### src/common/rtab_cfg_pkg.sv
// Sizing constants for the replay table and its address fields, imported by RTL and testbench
package rtab_cfg_pkg;

    // Table geometry
    localparam int RTAB_ENTRIES = 4;
    localparam int RTAB_PTR_W = 2;

    // Request address split into tag, set and line offset
    localparam int ADDR_W = 16;
    localparam int CL_OFF_W = 4;
    localparam int SET_W = 4;
    localparam int TAG_W = 8;

    // A line number is the tag and the set together
    localparam int NLINE_W = TAG_W + SET_W;

    // Requester tag, carried through the table untouched
    localparam int REQ_ID_W = 4;

endpackage

### src/common/rtab_types_pkg.sv
// Data types shared by the replay table modules and its testbench
package rtab_types_pkg;
    import rtab_cfg_pkg::*;

    typedef logic [RTAB_PTR_W-1:0] rtab_ptr_t;
    typedef logic [RTAB_ENTRIES-1:0] rtab_bv_t;
    typedef logic [NLINE_W-1:0] rtab_nline_t;

    // Address seen as tag, set and offset (set comparison)
    typedef struct packed {
        logic [TAG_W-1:0] tag;
        logic [SET_W-1:0] set;
        logic [CL_OFF_W-1:0] offset;
    } rtab_addr_tso_t;

    // Address seen as line number and offset (line comparisons)
    typedef struct packed {
        rtab_nline_t nline;
        logic [CL_OFF_W-1:0] offset;
    } rtab_addr_lo_t;

    typedef union packed {
        rtab_addr_tso_t tso;
        rtab_addr_lo_t lo;
        logic [ADDR_W-1:0] raw;
    } rtab_addr_u;

    typedef struct packed {
        rtab_addr_u addr;
        logic [REQ_ID_W-1:0] id;
    } rtab_req_t;

    // Miss handler dependencies, an entry replays only when all are clear
    typedef struct packed {
        logic mshr_hit;
        logic mshr_full;
        logic mshr_ready;
    } rtab_deps_t;

    typedef struct packed {
        logic valid;
        logic link;
        rtab_req_t req;
        rtab_deps_t deps;
    } rtab_alloc_t;

    typedef struct packed {
        logic valid;
        rtab_ptr_t ptr;
        rtab_deps_t deps;
    } rtab_rback_t;

    typedef struct packed {
        logic valid;
        rtab_ptr_t ptr;
    } rtab_commit_t;

    typedef struct packed {
        logic valid;
        rtab_nline_t nline;
    } rtab_refill_t;

endpackage

### src/hw/rtab/rtab_flags.sv
// Replay table entry flags: valid, list head and tail, dependencies, free entry and status
`timescale 1ns/1ps

module rtab_flags import rtab_cfg_pkg::*, rtab_types_pkg::*; (
    input  logic         clk_i,
    input  logic         rst_ni,
    input  rtab_alloc_t  alloc_i,
    input  rtab_commit_t commit_i,
    input  rtab_rback_t  rback_i,
    input  logic         refill_valid_i,
    input  logic         miss_ready_i,
    input  rtab_bv_t     check_match_i,
    input  rtab_bv_t     refill_line_match_i,
    input  rtab_bv_t     refill_set_match_i,
    input  rtab_bv_t     pop_take_i,
    output logic         check_hit_o,
    output rtab_bv_t     link_tail_o,
    output rtab_ptr_t    alloc_ptr_o,
    output rtab_bv_t     ready_o,
    output rtab_bv_t     tail_o,
    output logic         empty_o,
    output logic         full_o
);

    rtab_bv_t valid_q, valid_d;
    rtab_bv_t head_q, head_d;
    rtab_bv_t tail_q, tail_d;
    rtab_deps_t [RTAB_ENTRIES-1:0] deps_q, deps_d;
    rtab_bv_t free;
    rtab_bv_t alloc_1h;
    rtab_bv_t check_hit;
    rtab_bv_t nodeps;

    assign check_hit = check_match_i & valid_q;
    assign check_hit_o = |check_hit;
    assign link_tail_o = check_hit & tail_q;

    // Lowest free entry, as one-hot and as index
    assign free = ~valid_q;
    assign alloc_1h = free & (~free + 1'b1);

    always_comb begin
        alloc_ptr_o = '0;
        for (int i = RTAB_ENTRIES - 1; i >= 0; i--) begin
            if (free[i]) begin
                alloc_ptr_o = rtab_ptr_t'(i);
            end
        end
    end

    always_comb begin
        for (int i = 0; i < RTAB_ENTRIES; i++) begin
            nodeps[i] = ~|deps_q[i];
        end
    end

    assign ready_o = valid_q & head_q & nodeps;
    assign tail_o = tail_q;
    assign empty_o = ~|valid_q;
    assign full_o = &valid_q;

    always_comb begin
        valid_d = valid_q;
        // A taken entry leaves the head set until it is rolled back
        head_d = head_q & ~pop_take_i;
        tail_d = tail_q;
        deps_d = deps_q;
        for (int i = 0; i < RTAB_ENTRIES; i++) begin
            if (refill_valid_i && refill_line_match_i[i]) begin
                deps_d[i].mshr_hit = 1'b0;
            end
            if (refill_valid_i && refill_set_match_i[i]) begin
                deps_d[i].mshr_full = 1'b0;
            end
            if (miss_ready_i) begin
                deps_d[i].mshr_ready = 1'b0;
            end
            if (commit_i.valid && commit_i.ptr == rtab_ptr_t'(i)) begin
                valid_d[i] = 1'b0;
                tail_d[i] = 1'b0;
            end
            if (rback_i.valid && rback_i.ptr == rtab_ptr_t'(i)) begin
                head_d[i] = 1'b1;
                deps_d[i] = rback_i.deps;
            end
            // Old tail hands its role to the linked entry
            if (alloc_i.valid && alloc_i.link && link_tail_o[i]) begin
                tail_d[i] = 1'b0;
            end
            if (alloc_i.valid && alloc_1h[i]) begin
                valid_d[i] = 1'b1;
                head_d[i] = ~alloc_i.link;
                tail_d[i] = 1'b1;
                deps_d[i] = alloc_i.deps;
            end
        end
    end

    always_ff @(posedge clk_i or negedge rst_ni) begin
        if (!rst_ni) begin
            valid_q <= '0;
            head_q <= '0;
            tail_q <= '0;
            deps_q <= '0;
        end else begin
            valid_q <= valid_d;
            head_q <= head_d;
            tail_q <= tail_d;
            deps_q <= deps_d;
        end
    end

    assert property (@(posedge clk_i) disable iff (!rst_ni)
        (alloc_i.valid && alloc_i.link) |-> check_hit_o)
        else $error("linked allocation without a check hit");

    // Each line has at most one list in the table
    assert property (@(posedge clk_i) disable iff (!rst_ni)
        $onehot0(link_tail_o))
        else $error("more than one tail matches the checked line");

    assert property (@(posedge clk_i) disable iff (!rst_ni)
        alloc_i.valid |-> !full_o)
        else $error("allocation while the table is full");

    assert property (@(posedge clk_i) disable iff (!rst_ni)
        (commit_i.valid |-> valid_q[commit_i.ptr]) and
        (rback_i.valid |-> valid_q[rback_i.ptr]))
        else $error("commit or rollback of an invalid entry");

endmodule

### src/hw/rtab/rtab_pop_fsm.sv
// Pop-try controller that offers ready list heads and then walks each list to its tail
`timescale 1ns/1ps

module rtab_pop_fsm import rtab_cfg_pkg::*, rtab_types_pkg::*; (
    input  logic      clk_i,
    input  logic      rst_ni,
    input  rtab_bv_t  ready_i,
    input  rtab_bv_t  tail_i,
    input  rtab_ptr_t pop_next_i,
    input  logic      rback_valid_i,
    input  logic      pop_try_i,
    output logic      pop_try_valid_o,
    output rtab_ptr_t pop_ptr_o,
    output rtab_bv_t  pop_sel_o
);

    typedef enum logic [1:0] {
        POP_HEAD,
        POP_NEXT,
        POP_NEXT_WAIT
    } pop_state_e;

    pop_state_e state_q, state_d;
    rtab_ptr_t next_q, next_d;
    rtab_bv_t gnt;
    rtab_ptr_t gnt_ptr;
    logic advance;

    rtab_rr_arb rtab_rr_arb_inst (
        .clk_i     (clk_i),
        .rst_ni    (rst_ni),
        .req_i     (ready_i),
        .advance_i (advance),
        .gnt_o     (gnt)
    );

    always_comb begin
        gnt_ptr = '0;
        for (int i = 0; i < RTAB_ENTRIES; i++) begin
            if (gnt[i]) begin
                gnt_ptr = rtab_ptr_t'(i);
            end
        end
    end

    always_comb begin
        state_d = state_q;
        next_d = next_q;
        advance = 1'b0;
        pop_ptr_o = gnt_ptr;
        pop_try_valid_o = |ready_i;
        case (state_q)
            POP_HEAD: begin
                if (pop_try_valid_o && pop_try_i) begin
                    advance = 1'b1;
                    if (!tail_i[gnt_ptr]) begin
                        state_d = POP_NEXT;
                        next_d = pop_next_i;
                    end
                end
            end
            POP_NEXT, POP_NEXT_WAIT: begin
                pop_ptr_o = next_q;
                pop_try_valid_o = 1'b1;
                // Rollback of the previous member puts its list back at the head
                if (state_q == POP_NEXT && rback_valid_i) begin
                    state_d = POP_HEAD;
                end else if (pop_try_i) begin
                    if (!tail_i[next_q]) begin
                        state_d = POP_NEXT;
                        next_d = pop_next_i;
                    end else begin
                        state_d = POP_HEAD;
                    end
                end else begin
                    state_d = POP_NEXT_WAIT;
                end
            end
            default: begin
                state_d = POP_HEAD;
            end
        endcase
    end

    always_comb begin
        pop_sel_o = '0;
        pop_sel_o[pop_ptr_o] = pop_try_valid_o;
    end

    always_ff @(posedge clk_i or negedge rst_ni) begin
        if (!rst_ni) begin
            state_q <= POP_HEAD;
            next_q <= '0;
        end else begin
            state_q <= state_d;
            next_q <= next_d;
        end
    end

    assert property (@(posedge clk_i) disable iff (!rst_ni)
        rback_valid_i |-> !pop_try_i)
        else $error("pop accepted during a rollback");

endmodule

### src/hw/rtab/rtab_rr_arb.sv
// Round-robin arbiter with a rotating priority mask, used to pick the next list head
`timescale 1ns/1ps

module rtab_rr_arb import rtab_types_pkg::*; (
    input  logic     clk_i,
    input  logic     rst_ni,
    input  rtab_bv_t req_i,
    input  logic     advance_i,
    output rtab_bv_t gnt_o
);

    // Entries allowed in the first search pass
    rtab_bv_t prio_q, prio_d;
    rtab_bv_t req_hi;

    assign req_hi = req_i & prio_q;

    // Lowest request above the priority point, otherwise wrap around
    always_comb begin
        if (|req_hi) begin
            gnt_o = req_hi & (~req_hi + 1'b1);
        end else begin
            gnt_o = req_i & (~req_i + 1'b1);
        end
    end

    always_comb begin
        prio_d = prio_q;
        if (advance_i) begin
            // Move past the entry just taken
            prio_d = ~(gnt_o | (gnt_o - 1'b1));
        end else if (|gnt_o) begin
            // Keep the offered head first in line until it is taken
            prio_d = ~(gnt_o - 1'b1);
        end
    end

    always_ff @(posedge clk_i or negedge rst_ni) begin
        if (!rst_ni) begin
            prio_q <= '1;
        end else begin
            prio_q <= prio_d;
        end
    end

endmodule

### src/hw/rtab/rtab_store.sv
// Replay table request and next-pointer storage with line and set comparators
`timescale 1ns/1ps

module rtab_store import rtab_cfg_pkg::*, rtab_types_pkg::*; (
    input  logic        clk_i,
    input  logic        rst_ni,
    input  rtab_alloc_t alloc_i,
    input  rtab_ptr_t   alloc_ptr_i,
    input  rtab_bv_t    link_tail_i,
    input  rtab_nline_t check_nline_i,
    input  rtab_nline_t refill_nline_i,
    input  rtab_ptr_t   pop_ptr_i,
    output rtab_bv_t    check_match_o,
    output rtab_bv_t    refill_line_match_o,
    output rtab_bv_t    refill_set_match_o,
    output rtab_req_t   pop_req_o,
    output rtab_ptr_t   pop_next_o
);

    rtab_req_t [RTAB_ENTRIES-1:0] req_q;
    rtab_ptr_t [RTAB_ENTRIES-1:0] next_q;
    logic [SET_W-1:0] refill_set;

    always_ff @(posedge clk_i) begin
        if (alloc_i.valid) begin
            req_q[alloc_ptr_i] <= alloc_i.req;
        end
    end

    // The old tail points at the newly linked entry
    always_ff @(posedge clk_i or negedge rst_ni) begin
        if (!rst_ni) begin
            next_q <= '0;
        end else if (alloc_i.valid && alloc_i.link) begin
            for (int i = 0; i < RTAB_ENTRIES; i++) begin
                if (link_tail_i[i]) begin
                    next_q[i] <= alloc_ptr_i;
                end
            end
        end
    end

    // Set index is the low part of the line number
    assign refill_set = refill_nline_i[SET_W-1:0];

    always_comb begin
        for (int i = 0; i < RTAB_ENTRIES; i++) begin
            check_match_o[i] = (req_q[i].addr.lo.nline == check_nline_i);
            refill_line_match_o[i] = (req_q[i].addr.lo.nline == refill_nline_i);
            refill_set_match_o[i] = (req_q[i].addr.tso.set == refill_set);
        end
    end

    assign pop_req_o = req_q[pop_ptr_i];
    assign pop_next_o = next_q[pop_ptr_i];

    assert property (@(posedge clk_i) disable iff (!rst_ni)
        (alloc_i.valid && alloc_i.link) |-> $onehot(link_tail_i))
        else $error("linked allocation needs exactly one tail");

endmodule

### src/hw/rtab/rtab_top.sv
// Replay table top level, connects the flag bits, the request store and the pop controller
`timescale 1ns/1ps

module rtab_top import rtab_cfg_pkg::*, rtab_types_pkg::*; (
    input  logic         clk_i,
    input  logic         rst_ni,
    input  rtab_nline_t  check_nline_i,
    output logic         check_hit_o,
    input  rtab_alloc_t  alloc_i,
    input  rtab_commit_t commit_i,
    input  rtab_rback_t  rback_i,
    input  rtab_refill_t refill_i,
    input  logic         miss_ready_i,
    input  logic         pop_try_i,
    output logic         pop_try_valid_o,
    output rtab_req_t    pop_try_req_o,
    output rtab_ptr_t    pop_try_ptr_o,
    output logic         empty_o,
    output logic         full_o
);

    rtab_bv_t check_match;
    rtab_bv_t refill_line_match;
    rtab_bv_t refill_set_match;
    rtab_bv_t link_tail;
    rtab_ptr_t alloc_ptr;
    rtab_bv_t ready;
    rtab_bv_t tail;
    rtab_bv_t pop_sel;
    rtab_bv_t pop_take;
    rtab_ptr_t pop_next;

    // Entry actually taken this cycle
    assign pop_take = pop_sel & {RTAB_ENTRIES{pop_try_i}};

    rtab_flags rtab_flags_inst (
        .clk_i               (clk_i),
        .rst_ni              (rst_ni),
        .alloc_i             (alloc_i),
        .commit_i            (commit_i),
        .rback_i             (rback_i),
        .refill_valid_i      (refill_i.valid),
        .miss_ready_i        (miss_ready_i),
        .check_match_i       (check_match),
        .refill_line_match_i (refill_line_match),
        .refill_set_match_i  (refill_set_match),
        .pop_take_i          (pop_take),
        .check_hit_o         (check_hit_o),
        .link_tail_o         (link_tail),
        .alloc_ptr_o         (alloc_ptr),
        .ready_o             (ready),
        .tail_o              (tail),
        .empty_o             (empty_o),
        .full_o              (full_o)
    );

    rtab_store rtab_store_inst (
        .clk_i               (clk_i),
        .rst_ni              (rst_ni),
        .alloc_i             (alloc_i),
        .alloc_ptr_i         (alloc_ptr),
        .link_tail_i         (link_tail),
        .check_nline_i       (check_nline_i),
        .refill_nline_i      (refill_i.nline),
        .pop_ptr_i           (pop_try_ptr_o),
        .check_match_o       (check_match),
        .refill_line_match_o (refill_line_match),
        .refill_set_match_o  (refill_set_match),
        .pop_req_o           (pop_try_req_o),
        .pop_next_o          (pop_next)
    );

    rtab_pop_fsm rtab_pop_fsm_inst (
        .clk_i           (clk_i),
        .rst_ni          (rst_ni),
        .ready_i         (ready),
        .tail_i          (tail),
        .pop_next_i      (pop_next),
        .rback_valid_i   (rback_i.valid),
        .pop_try_i       (pop_try_i),
        .pop_try_valid_o (pop_try_valid_o),
        .pop_ptr_o       (pop_try_ptr_o),
        .pop_sel_o       (pop_sel)
    );

endmodule

### config.mk
export PLATFORM = sky130hd
export DESIGN_NAME = rtab_top
export DESIGN_NICKNAME = d
export VERILOG_FILES = /design/src/common/rtab_cfg_pkg.sv /design/src/common/rtab_types_pkg.sv /design/src/hw/rtab/rtab_flags.sv /design/src/hw/rtab/rtab_pop_fsm.sv /design/src/hw/rtab/rtab_rr_arb.sv /design/src/hw/rtab/rtab_store.sv /design/src/hw/rtab/rtab_top.sv
export SDC_FILE = /design/constraint.sdc
export NUM_CORES = 1
export LEC_CHECK = 0
export BUFFER_PORTS_ARGS = -buffer_cell sky130_fd_sc_hd__buf_2
export CORE_MARGIN = 2
export CORE_UTILIZATION = 53
export CTS_CLUSTER_SIZE = 25
export DETAILED_ROUTE_END_ITERATION = 12
export GPL_ROUTABILITY_DRIVEN = 0
export PLACE_DENSITY = 0.74
export SLEW_MARGIN = 20
export SYNTH_ARGS = -nofsm -noshare
export SYNTH_HDL_FRONTEND = slang
export SYNTH_HIERARCHICAL = 1
export SYNTH_SLANG_ARGS = --single-unit
### constraint.sdc
create_clock -name clk_i -period 5.3 [get_ports clk_i]
set_input_delay 0.53 -clock clk_i [delete_from_list [all_inputs] [get_ports clk_i]]
set_output_delay 0.53 -clock clk_i [all_outputs]
set_load 0.01 [all_outputs]
# --- Yosys cells after proc, flatten, opt, wreduce, memory -nomap -nowiden ---
# Index checks and enable logic that the tools add are counted.
totals:
  ff_bits: 120
  latch_bits: 0
  ram_bits: 0
  romBits: 0
  elab_cells: 247
  mem_count: 0
op_classes:
  addsub: 4
  mul: 0
  n_div: 0
  magnitude_cmp: 6
  n_eq_ne: 25
  shifts: 0
  muxes: 80
  n_bitwise: 20
  reduce_logical: 76
op_table:
  columns: ["operator", "count"]
  rows:
  - ["$eq A12 B12 Y1", 8]
  - ["$bwmux W80", 1]
  - ["$reduce_bool A3 Y1", 16]
  - ["$and A4 B4 Y4", 11]
  - ["$mux W1", 41]
  - ["$bmux W20 S2", 1]
  - ["$demux W20 S2", 1]
  - ["$mux W20", 2]
  - ["$mux W2", 17]
  - ["$logic_and A1 B1 Y1", 29]
  - ["$not A4 Y4", 7]
  - ["$mux W3", 8]
  - ["$reduce_or A4 Y1", 5]
  - ["$eq A4 B4 Y1", 4]
  - ["$add A4 B1 Y4 const B", 3]
  - ["$lt A2 B3 Y1 const B", 4]
  - ["$mux W4", 3]
  - ["$reduce_bool A2 Y1", 6]
  - ["$reduce_or A3 Y1", 4]
  - ["$eq A2 B2 Y1 const B", 5]
  - ["$reduce_and A2 Y1", 5]
  - ["$ne A2 B2 Y1 const B", 4]
  - ["$pmux W2 S2", 2]
  - ["$eq A2 B1 Y1 const B", 3]
  - ["13 further kinds", 21]

# --- Logic depth before layout (Yosys ltp) ---
# Gate-level depths: netlist of run 1.
logic_depth:
  word_depth: 22
  depth_mapped: 14
  mapped_depth_nobuf: 13

# --- By module ---
# Netlist of run 1, hierarchy kept.
modules_own_cells:
  columns: ["module", "instances", "cells_each", "area_per_inst_um2", "seq_area_each_um2"]
  rows:
  - ["rtab_store", 1, 271, 4376.7, 2602.5]
  - ["rtab_flags", 1, 149, 1328.8, 600.6]
  - ["rtab_pop_fsm", 1, 50, 430.4, 100.1]
  - ["rtab_rr_arb", 1, 40, 374.1, 105.1]
  - ["rtab_top", 1, 4, 25.0, 0.0]

# --- Worst setup path before layout of run 1 ---
# Ideal clock, no wire load.
synth_timing:
  kind: "register -> output"
  start: "reg rtab_flags_inst.valid_q[1]"
  end: "out pop_try_req_o[10] in the netlist's numbering"
  t_arrival_ns: 3.483
  required_time_ns: 4.770
  slack_ns: 1.287
  path_stages_with_launch: 12
  n_path_buf: 2
  path_cell_list: "dfrtp_1 buf_2 nand2_1 nor4_1 a211oi_1 o2111ai_2 inv_1 inv_1 a21oi_1 o21ai_0 buf_6 mux4_2"
synth_rtl:
  columns: ["item", "line_no", "source"]
  rows:
  - ["start, declared", "rtab_flags.sv:25", "rtab_bv_t valid_q, valid_d;"]
  - ["start signal, assigned", "rtab_flags.sv:106", "valid_q <= valid_d;"]
  - ["end, declared", "rtab_top.sv:16", "output rtab_req_t pop_try_req_o,"]

==> impl_metrics.py, run 1 <==
metrics = {
    "grt": {
        "grt_pass1_wl_microns": 25800,
        "grt_max_degree": 41,
        "antenna_found_initial": 1,
        "grt_usage_pct": 26.7,
        "gr-total-overflow": 0,
        "first_global_vias": 4882,
    },
    "die": {
        "rows": 40,
        "start_util_pct": 54.4,
        "die_w_microns": 115,
        "die_y_microns": 115,
        "dieArea_sq_um": 13200,
        "io_pins": 89,
        "coreArea_sq_um": 12000,
    },
    "sta": {
        "max_freq_mhz": 227,
        "hold_violations": 0,
        "tns_ns": 0,
        "worst_pin_slew_ns": 0.946,
        "slew_violations": 0,
        "finalCritPeriodShare_pct": 83.2,
        "timing.final.crit_period_ns": 4.41,
        "rsz0062_at_grt": "false",
        "whs_ns": 0.248,
        "skew_ns": 0.0117,
        "setup_violations": 0,
        "max-slew-margin-rel_pct": 36.9,
    },
    "clock_tree": {
        "clock_latency_ns": 0.42,
        "ctsHoldBuffers": 0,
        "cts_inserted_buffers": 17,
        "clockBufferDepth": 2,
        "root_buffer": "clkbuf_16",
        "path_clk_slew_ns": 0.06,
        "clock_sinks": 120,
        "cts_resized": 0,
        "cts_tree": "built",
        "ctsHtreeMaxLevel": 4,
        "postCtsSetupRepairBufs": 0,
    },
    "detailed_routing": {
        "drc": 0,
        "vias_per_cell": 6.13,
        "wire_per_inst_microns": 21.3,
        "firstDrtPassIters": 6,
        "dr.first_iter.drc_count": 416,
        "antenna_left": 0,
        "drt-total-wl_microns": 16300,
        "route.vias.total": 4706,
    },
    "setup_path": {
        "r2r_start": "rtab_flags_inst/valid_q[1]",
        "crit_type": "register to output port",
        "r2r_cells": 11,
        "reg2reg_to": "rtab_pop_fsm_inst/next_q[1]",
        "max_stage_delay_ns": 0.66,
        "cp.arrival_ns": 3.88,
        "worstPathCellList": "nand2_1, nor4_1, buf_4, a222oi_1, o211ai_2, inv_1, nor2_1, o21ai_2, buf_4, mux4_2, buf_2",
        "cpMostUsedCell": "buf_4",
        "startpoint_type": "register",
        "crit_required_ns": 4.77,
        "crit_buf_inv": 4,
        "critPathMaxFanout": 14,
        "r2r_slack_ns": 1.62,
        "crit_path_top_delay_cell": "o21ai_2",
        "critPathCaptureType": "output port",
        "critical-path-top-delay-family": "compound AO/OA/AOI/OAI gates",
    },
    "synthesis": {
        "synth_edf_count": 80,
        "synth_cell_types": 55,
        "synth_top_area_cell": "edfxtp_1",
        "synth_nets": 584,
        "netlist.area_leader.share_pct": 36.8,
        "synth_warnings": 6,
        "syn_area_sq_um": 6540,
        "synthCells": 514,
        "ys_seq_elements": 120,
        "postSynthAreaPerCell_sq_um": 12.7,
        "synthArstFlopShare_pct": 33.3,
        "synth_flop_cell": "edfxtp_1",
        "synth-seq-area-share_pct": 52.2,
        "synth_area_leaders": "edfxtp_1, dfrtp_1, mux4_2",
    },
    "placed_design": {
        "dp_hpwl_microns": 12000,
        "port_buffers": 88,
        "place_area_sq_um": 7140,
    },
    "cells_and_area": {
        "design_area_sq_um": 7710,
        "synthToLayoutAreaGrowth_pct": 17.9,
        "multi_input_area_sq_um": 3000,
        "fin_nets": 677,
        "ff_latch_area_sq_um": 3410,
        "fillers": 914,
        "drive_gt1_share_pct": 30.5,
    },
    "pwr": {
        "p_leak_nw": 2.99,
        "p_total_w": 0.00393,
        "ir_drop_mv": 0.412,
        "powerDensity_nw_per_um2": 509,
    },
    "run_status": {
        "status": "finished clean",
    },
    "run": {
        "maxCapViolCount": 0,
    },
    "hold_path": {
        "hp-class": "primary input to async pin",
    },
}
-- metal layers --
metal  wire length, microns  GRT usage [%]  vias up
met5                      0              0        -
met4                    528           11.5        0
met3                   1320           9.12       48
met2                   7850           43.4      236
met1                   6640           32.7     2318
li1                       -              -     2104
-- worst register-to-register path: stages (launching register included) --
cell and delay, ns:
dfrtp_1 0.49, nand2_1 0.12, nor4_1 0.05, buf_4 0.16, a222oi_1 0.56, o211ai_2 0.23
inv_1 0.18, nor2_1 0.07, o21ai_2 0.66, buf_4 0.41, mux4_2 0.34, mux2_1 0.29
-- cell type report --
class                      count  area share [%]
clock buffer                  17            5.52
inverter                      11           0.536
sequential                   120            44.2
antenna                        1          0.0325
multi-input combinational    360            38.9
timing repair buffer          97            6.59
clock inverter                15            1.83
tap                          147            2.39
-- worst max-delay path by stage --
stage | depth (start not counted) | slack, ns | endpoint | start
3_3_place_gp | 9 | 1.61 | pop_try_req_o[1] | rtab_flags_inst/valid_q[2]
6_report | 11 | 0.89 | pop_try_req_o[16] | rtab_flags_inst/valid_q[1]
4_1_cts | 11 | 0.94 | pop_try_req_o[16] | rtab_flags_inst/valid_q[1]
3_5_place_dp | 11 | 1.42 | pop_try_req_o[1] | rtab_flags_inst/valid_q[1]
5_1_grt | 11 | 0.69 | pop_try_req_o[14] | rtab_flags_inst/valid_q[1]
2_1_floorplan | 11 | 1.29 | pop_try_req_o[10] | rtab_flags_inst/valid_q[1]
-- through the flow --
step	instances	util (%)	setup slack (ns)
2_1_floorplan	514	-	1.29
3_3_place_gp	735	59.4	1.61
3_5_place_dp	735	59.4	1.42
4_1_cts	767	64.1	0.944
5_1_grt	768	64.2	0.690
6_report	768	64.2	0.892
-- cell usage in the layout, fill, tap and decap left out, types with 10 or more instances in the layout --
| master | netlist | routed |
|---|---|---|
| xor2_1 | 48 | 48 |
| edfxtp_1 | 80 | 80 |
| nor4_1 | 13 | 13 |
| o21ai_0 | 14 | 13 |
| buf_2 | 7 | 88 |
| xnor2_1 | 48 | 48 |
| nand2_1 | 42 | 42 |
| nand4_1 | 15 | 15 |
| clkbuf_16 | 0 | 17 |
| and3_1 | 10 | 10 |
| inv_1 | 11 | 11 |
| nor2_1 | 16 | 15 |
| mux4_2 | 23 | 23 |
| mux2_2 | 13 | 13 |
| nand3_1 | 13 | 13 |
| dfrtp_1 | 36 | 36 |
-- cell usage after synthesis, types with 4 or more instances --
cell type and instances:
and2_1 7, nand2_1 42, clkbuf_1 13, a21oi_1 5, xor2_1 48, nor4_2 4
buf_2 7, a31oi_1 9, inv_1 11, nor4_1 13, mux2_2 13, nand3b_1 9
o21ai_0 14, nor2b_1 6, ha_1 7, xnor2_1 48, dfstp_2 4, and3_1 10
dfrtp_1 36, nand4_1 15, nand3_1 13, mux4_2 23, mux2_1 9, nor3_1 7
edfxtp_1 80, nor2_1 16
-- sequential cells by signal (all words and copies together) (netlist names) --
name,cells
rtab_store_inst/next_q,8
rtab_pop_fsm_inst/next_q,2
rtab_flags_inst/tail_o,4
rtab_flags_inst/head_q,4
rtab_flags_inst/valid_q,4
rtab_store_inst/req_q,80
rtab_flags_inst/deps_q,12
rtab_pop_fsm_inst/state_q,2
rtab_pop_fsm_inst/rtab_rr_arb_inst/prio_q,4
-- where the power goes --
group	internal (W)	leakage, nW	switching (W)
clock network	0.000654	0.279	0.000451
logic	0.000603	1.49	0.000755
registers	0.00127	1.23	0.000198
-- cells by family after synthesis --
kind of cell / share of synthesized area, %
compound gates: 5.27
xor+xnor: 12.9
fa+ha+maj: 1.34
buf+inv: 2.34
flops: 52.2
mux: 11.9
simple gates: 14.2
Note: power is estimated with default switching activity, not from simulation.
==> run 2, diff against run 1 <==
--- a/config.mk
+++ b/config.mk
@@ -7,11 +7,11 @@
 export LEC_CHECK = 0
 export BUFFER_PORTS_ARGS = -buffer_cell sky130_fd_sc_hd__buf_2
 export CORE_MARGIN = 2
-export CORE_UTILIZATION = 53
+export CORE_UTILIZATION = 52
 export CTS_CLUSTER_SIZE = 25
 export DETAILED_ROUTE_END_ITERATION = 12
 export GPL_ROUTABILITY_DRIVEN = 0
-export PLACE_DENSITY = 0.74
+export PLACE_DENSITY = 0.76
 export SLEW_MARGIN = 20
 export SYNTH_ARGS = -nofsm -noshare
 export SYNTH_HDL_FRONTEND = slang
==> constraint.sdc (replaced) <==
create_clock -name clk_i -period 3.7 [get_ports clk_i]
set_input_delay 0.37 -clock clk_i [delete_from_list [all_inputs] [get_ports clk_i]]
set_output_delay 0.37 -clock clk_i [all_outputs]
set_load 0.01 [all_outputs]
==> run 2 against run 1 <==
Effect of this change: wire length grew 4.8%; non-clock buffer count grew 19; critical path depth grew 1; core utilization grew 1.6 points; largest cell class unchanged; power grew 52%; clock power grew 51%; cell count grew 5.1%; sequential cell count is the same; sequential power grew 43%; global-route usage shrank 0.56 points; sequential share of layout area shrank 1.6 points.
==> impl_metrics.py, run 2 (synthesis gave the netlist of run 1 again) <==
metrics = {
    "run_status": {
        "status": "finished clean",
    },
    "die": {
        "die_y_microns": 116,
        "dieArea_sq_um": 13500,
        "die_w_microns": 116,
        "rows": 40,
        "start_util_pct": 53.7,
        "coreArea_sq_um": 12200,
        "io_pins": 89,
    },
    "clock_tree": {
        "ctsHtreeMaxLevel": 4,
        "clock_latency_ns": 0.42,
        "cts_inserted_buffers": 17,
        "path_clk_slew_ns": 0.06,
        "clockBufferDepth": 2,
        "clock_sinks": 120,
        "root_buffer": "clkbuf_16",
        "cts_tree": "built",
    },
    "run": {
        "maxCapViolCount": 0,
    },
    "hold_path": {
        "hp-class": "primary input to async pin",
    },
    "setup_path": {
        "critPathCaptureType": "output port",
        "crit_required_ns": 3.33,
        "critPathMaxFanout": 7,
        "max_stage_delay_ns": 0.54,
        "crit_path_top_delay_cell": "mux4_2",
        "startpoint_type": "register",
        "crit_start": "rtab_flags_inst/valid_q[1]",
        "r2r_start": "rtab_flags_inst/valid_q[1]",
        "worstPathCellList": "nand2_1, nor4_2, buf_4, a211oi_1, o2111ai_2, inv_2, inv_1, a21oi_2, o21ai_4, clkbuf_16, mux4_2, buf_6",
        "crit_type": "register to output port",
        "r2r_cells": 13,
        "cp.arrival_ns": 3.22,
    },
    "cells_and_area": {
        "final_cell_mix": "buf_2, edfxtp_1, xor2_1, xnor2_1, nand2_1",
        "final_common_cell": "buf_2",
        "synthToLayoutAreaGrowth_pct": 22.5,
        "largest_register_ffs": 80,
        "largest_register": "rtab_store_inst/req_q",
        "fin_nets": 696,
        "final_cells": 807,
        "drive_gt1_share_pct": 34.3,
        "top_regs": "rtab_store_inst/req_q x80, rtab_flags_inst/deps_q x12, rtab_store_inst/next_q x8",
        "design_area_sq_um": 8000,
        "diodes": 0,
    },
    "pwr": {
        "p_total_w": 0.00596,
        "powerDensity_nw_per_um2": 744,
        "p_leak_nw": 3.12,
        "ir_drop_mv": 0.682,
    },
    "sta": {
        "worst_slack_ns": 0.113,
        "max_freq_mhz": 279,
        "tns_ns": 0,
        "rsz0062_at_grt": "false",
        "finalCritPeriodShare_pct": 97.0,
        "timing.final.crit_period_ns": 3.59,
        "hold_violations": 0,
        "setup_violations": 0,
        "skew_ns": 0.00918,
        "worst_pin_slew_ns": 0.906,
        "max-slew-margin-rel_pct": 39.6,
        "slew_violations": 0,
    },
    "grt": {
        "grt_pass1_wl_microns": 25900,
        "first_global_vias": 4890,
        "gr-total-overflow": 0,
        "antenna_found_initial": 1,
        "grt_max_degree": 41,
        "grt_usage_pct": 26.1,
    },
    "detailed_routing": {
        "drc": 0,
        "antenna_left": 0,
        "route.vias.total": 4852,
        "vias_per_cell": 6.01,
        "firstDrtPassIters": 6,
        "drt-total-wl_microns": 17100,
        "wire_per_inst_microns": 21.2,
        "dr.first_iter.drc_count": 459,
    },
    "placed_design": {
        "dp_hpwl_microns": 11800,
        "pre_cts_slack_ns": 0.407,
        "place_inst": 759,
        "port_buffers": 88,
        "place_area_sq_um": 7200,
    },
}
## run 2: final timing paths
check,end,slack [ns]
setup / recovery,pop_try_req_o[9],0.11
hold / removal,rtab_flags_inst/deps_q[8],0.07
setup reg to reg,rtab_pop_fsm_inst/next_q[0],0.59
hold reg to reg,rtab_store_inst/next_q[5],0.51
max in group asynchronous,rtab_flags_inst/valid_q[1],2.99
min in group clk_i,rtab_store_inst/req_q[20],0.16
## run 2: through the flow
step	util, %	hold WS [ns]
floorplan	-	0.0744
global placement	59.2	0.480
detailed placement	59.2	0.501
CTS	64.3	0.0908
global route	65.8	0.140
finish	65.8	0.0727
## run 2: layout make-up
class	count	area (sq um)
clock inverter	15	174
sequential	120	3410
clock buffer	17	425
fill	889	4160
multi-input combinational	360	3040
tap	168	210
timing repair buffer	116	704
inverter	11	41.3
## run 2: where the power goes
part           leakage, nW  internal, W  switching, W
Sequential            1.22      0.00182      0.000273
Combinational         1.60      0.00102       0.00119
Clock                0.294     0.000966      0.000693
## run 2: repair_timing
action / in CTS / in global routing
pin swaps: 1 / 6
setup buffers: 1 / 13
endpoints found under the setup margin: 18 / 20
hold buffers: 0 / 0
endpoints found under the hold margin: 0 / 0
gates cloned: 0 / 2
resized for setup: 4 / 8
## run 2: critical path, delay by kind of cell, from the launching register on
kind / cells / cell delay (ns)
AO/OA/AOI/OAI: 4 / 0.73
buffers and inverters: 5 / 0.78
flip-flops: 1 / 0.35
multiplexers: 1 / 0.54
AND/OR/NAND/NOR: 2 / 0.39
## run 2: routing by layer
metal | global-route usage, % | part of all wire [%] | vias to the layer above
met3 | 8.04 | 9.1 | 43
met2 | 43.3 | 49 | 291
met4 | 9.21 | 2.2 | 2
met1 | 32.8 | 39 | 2374
met5 | 0 | 0.076 | -
li1 | - | - | 2142
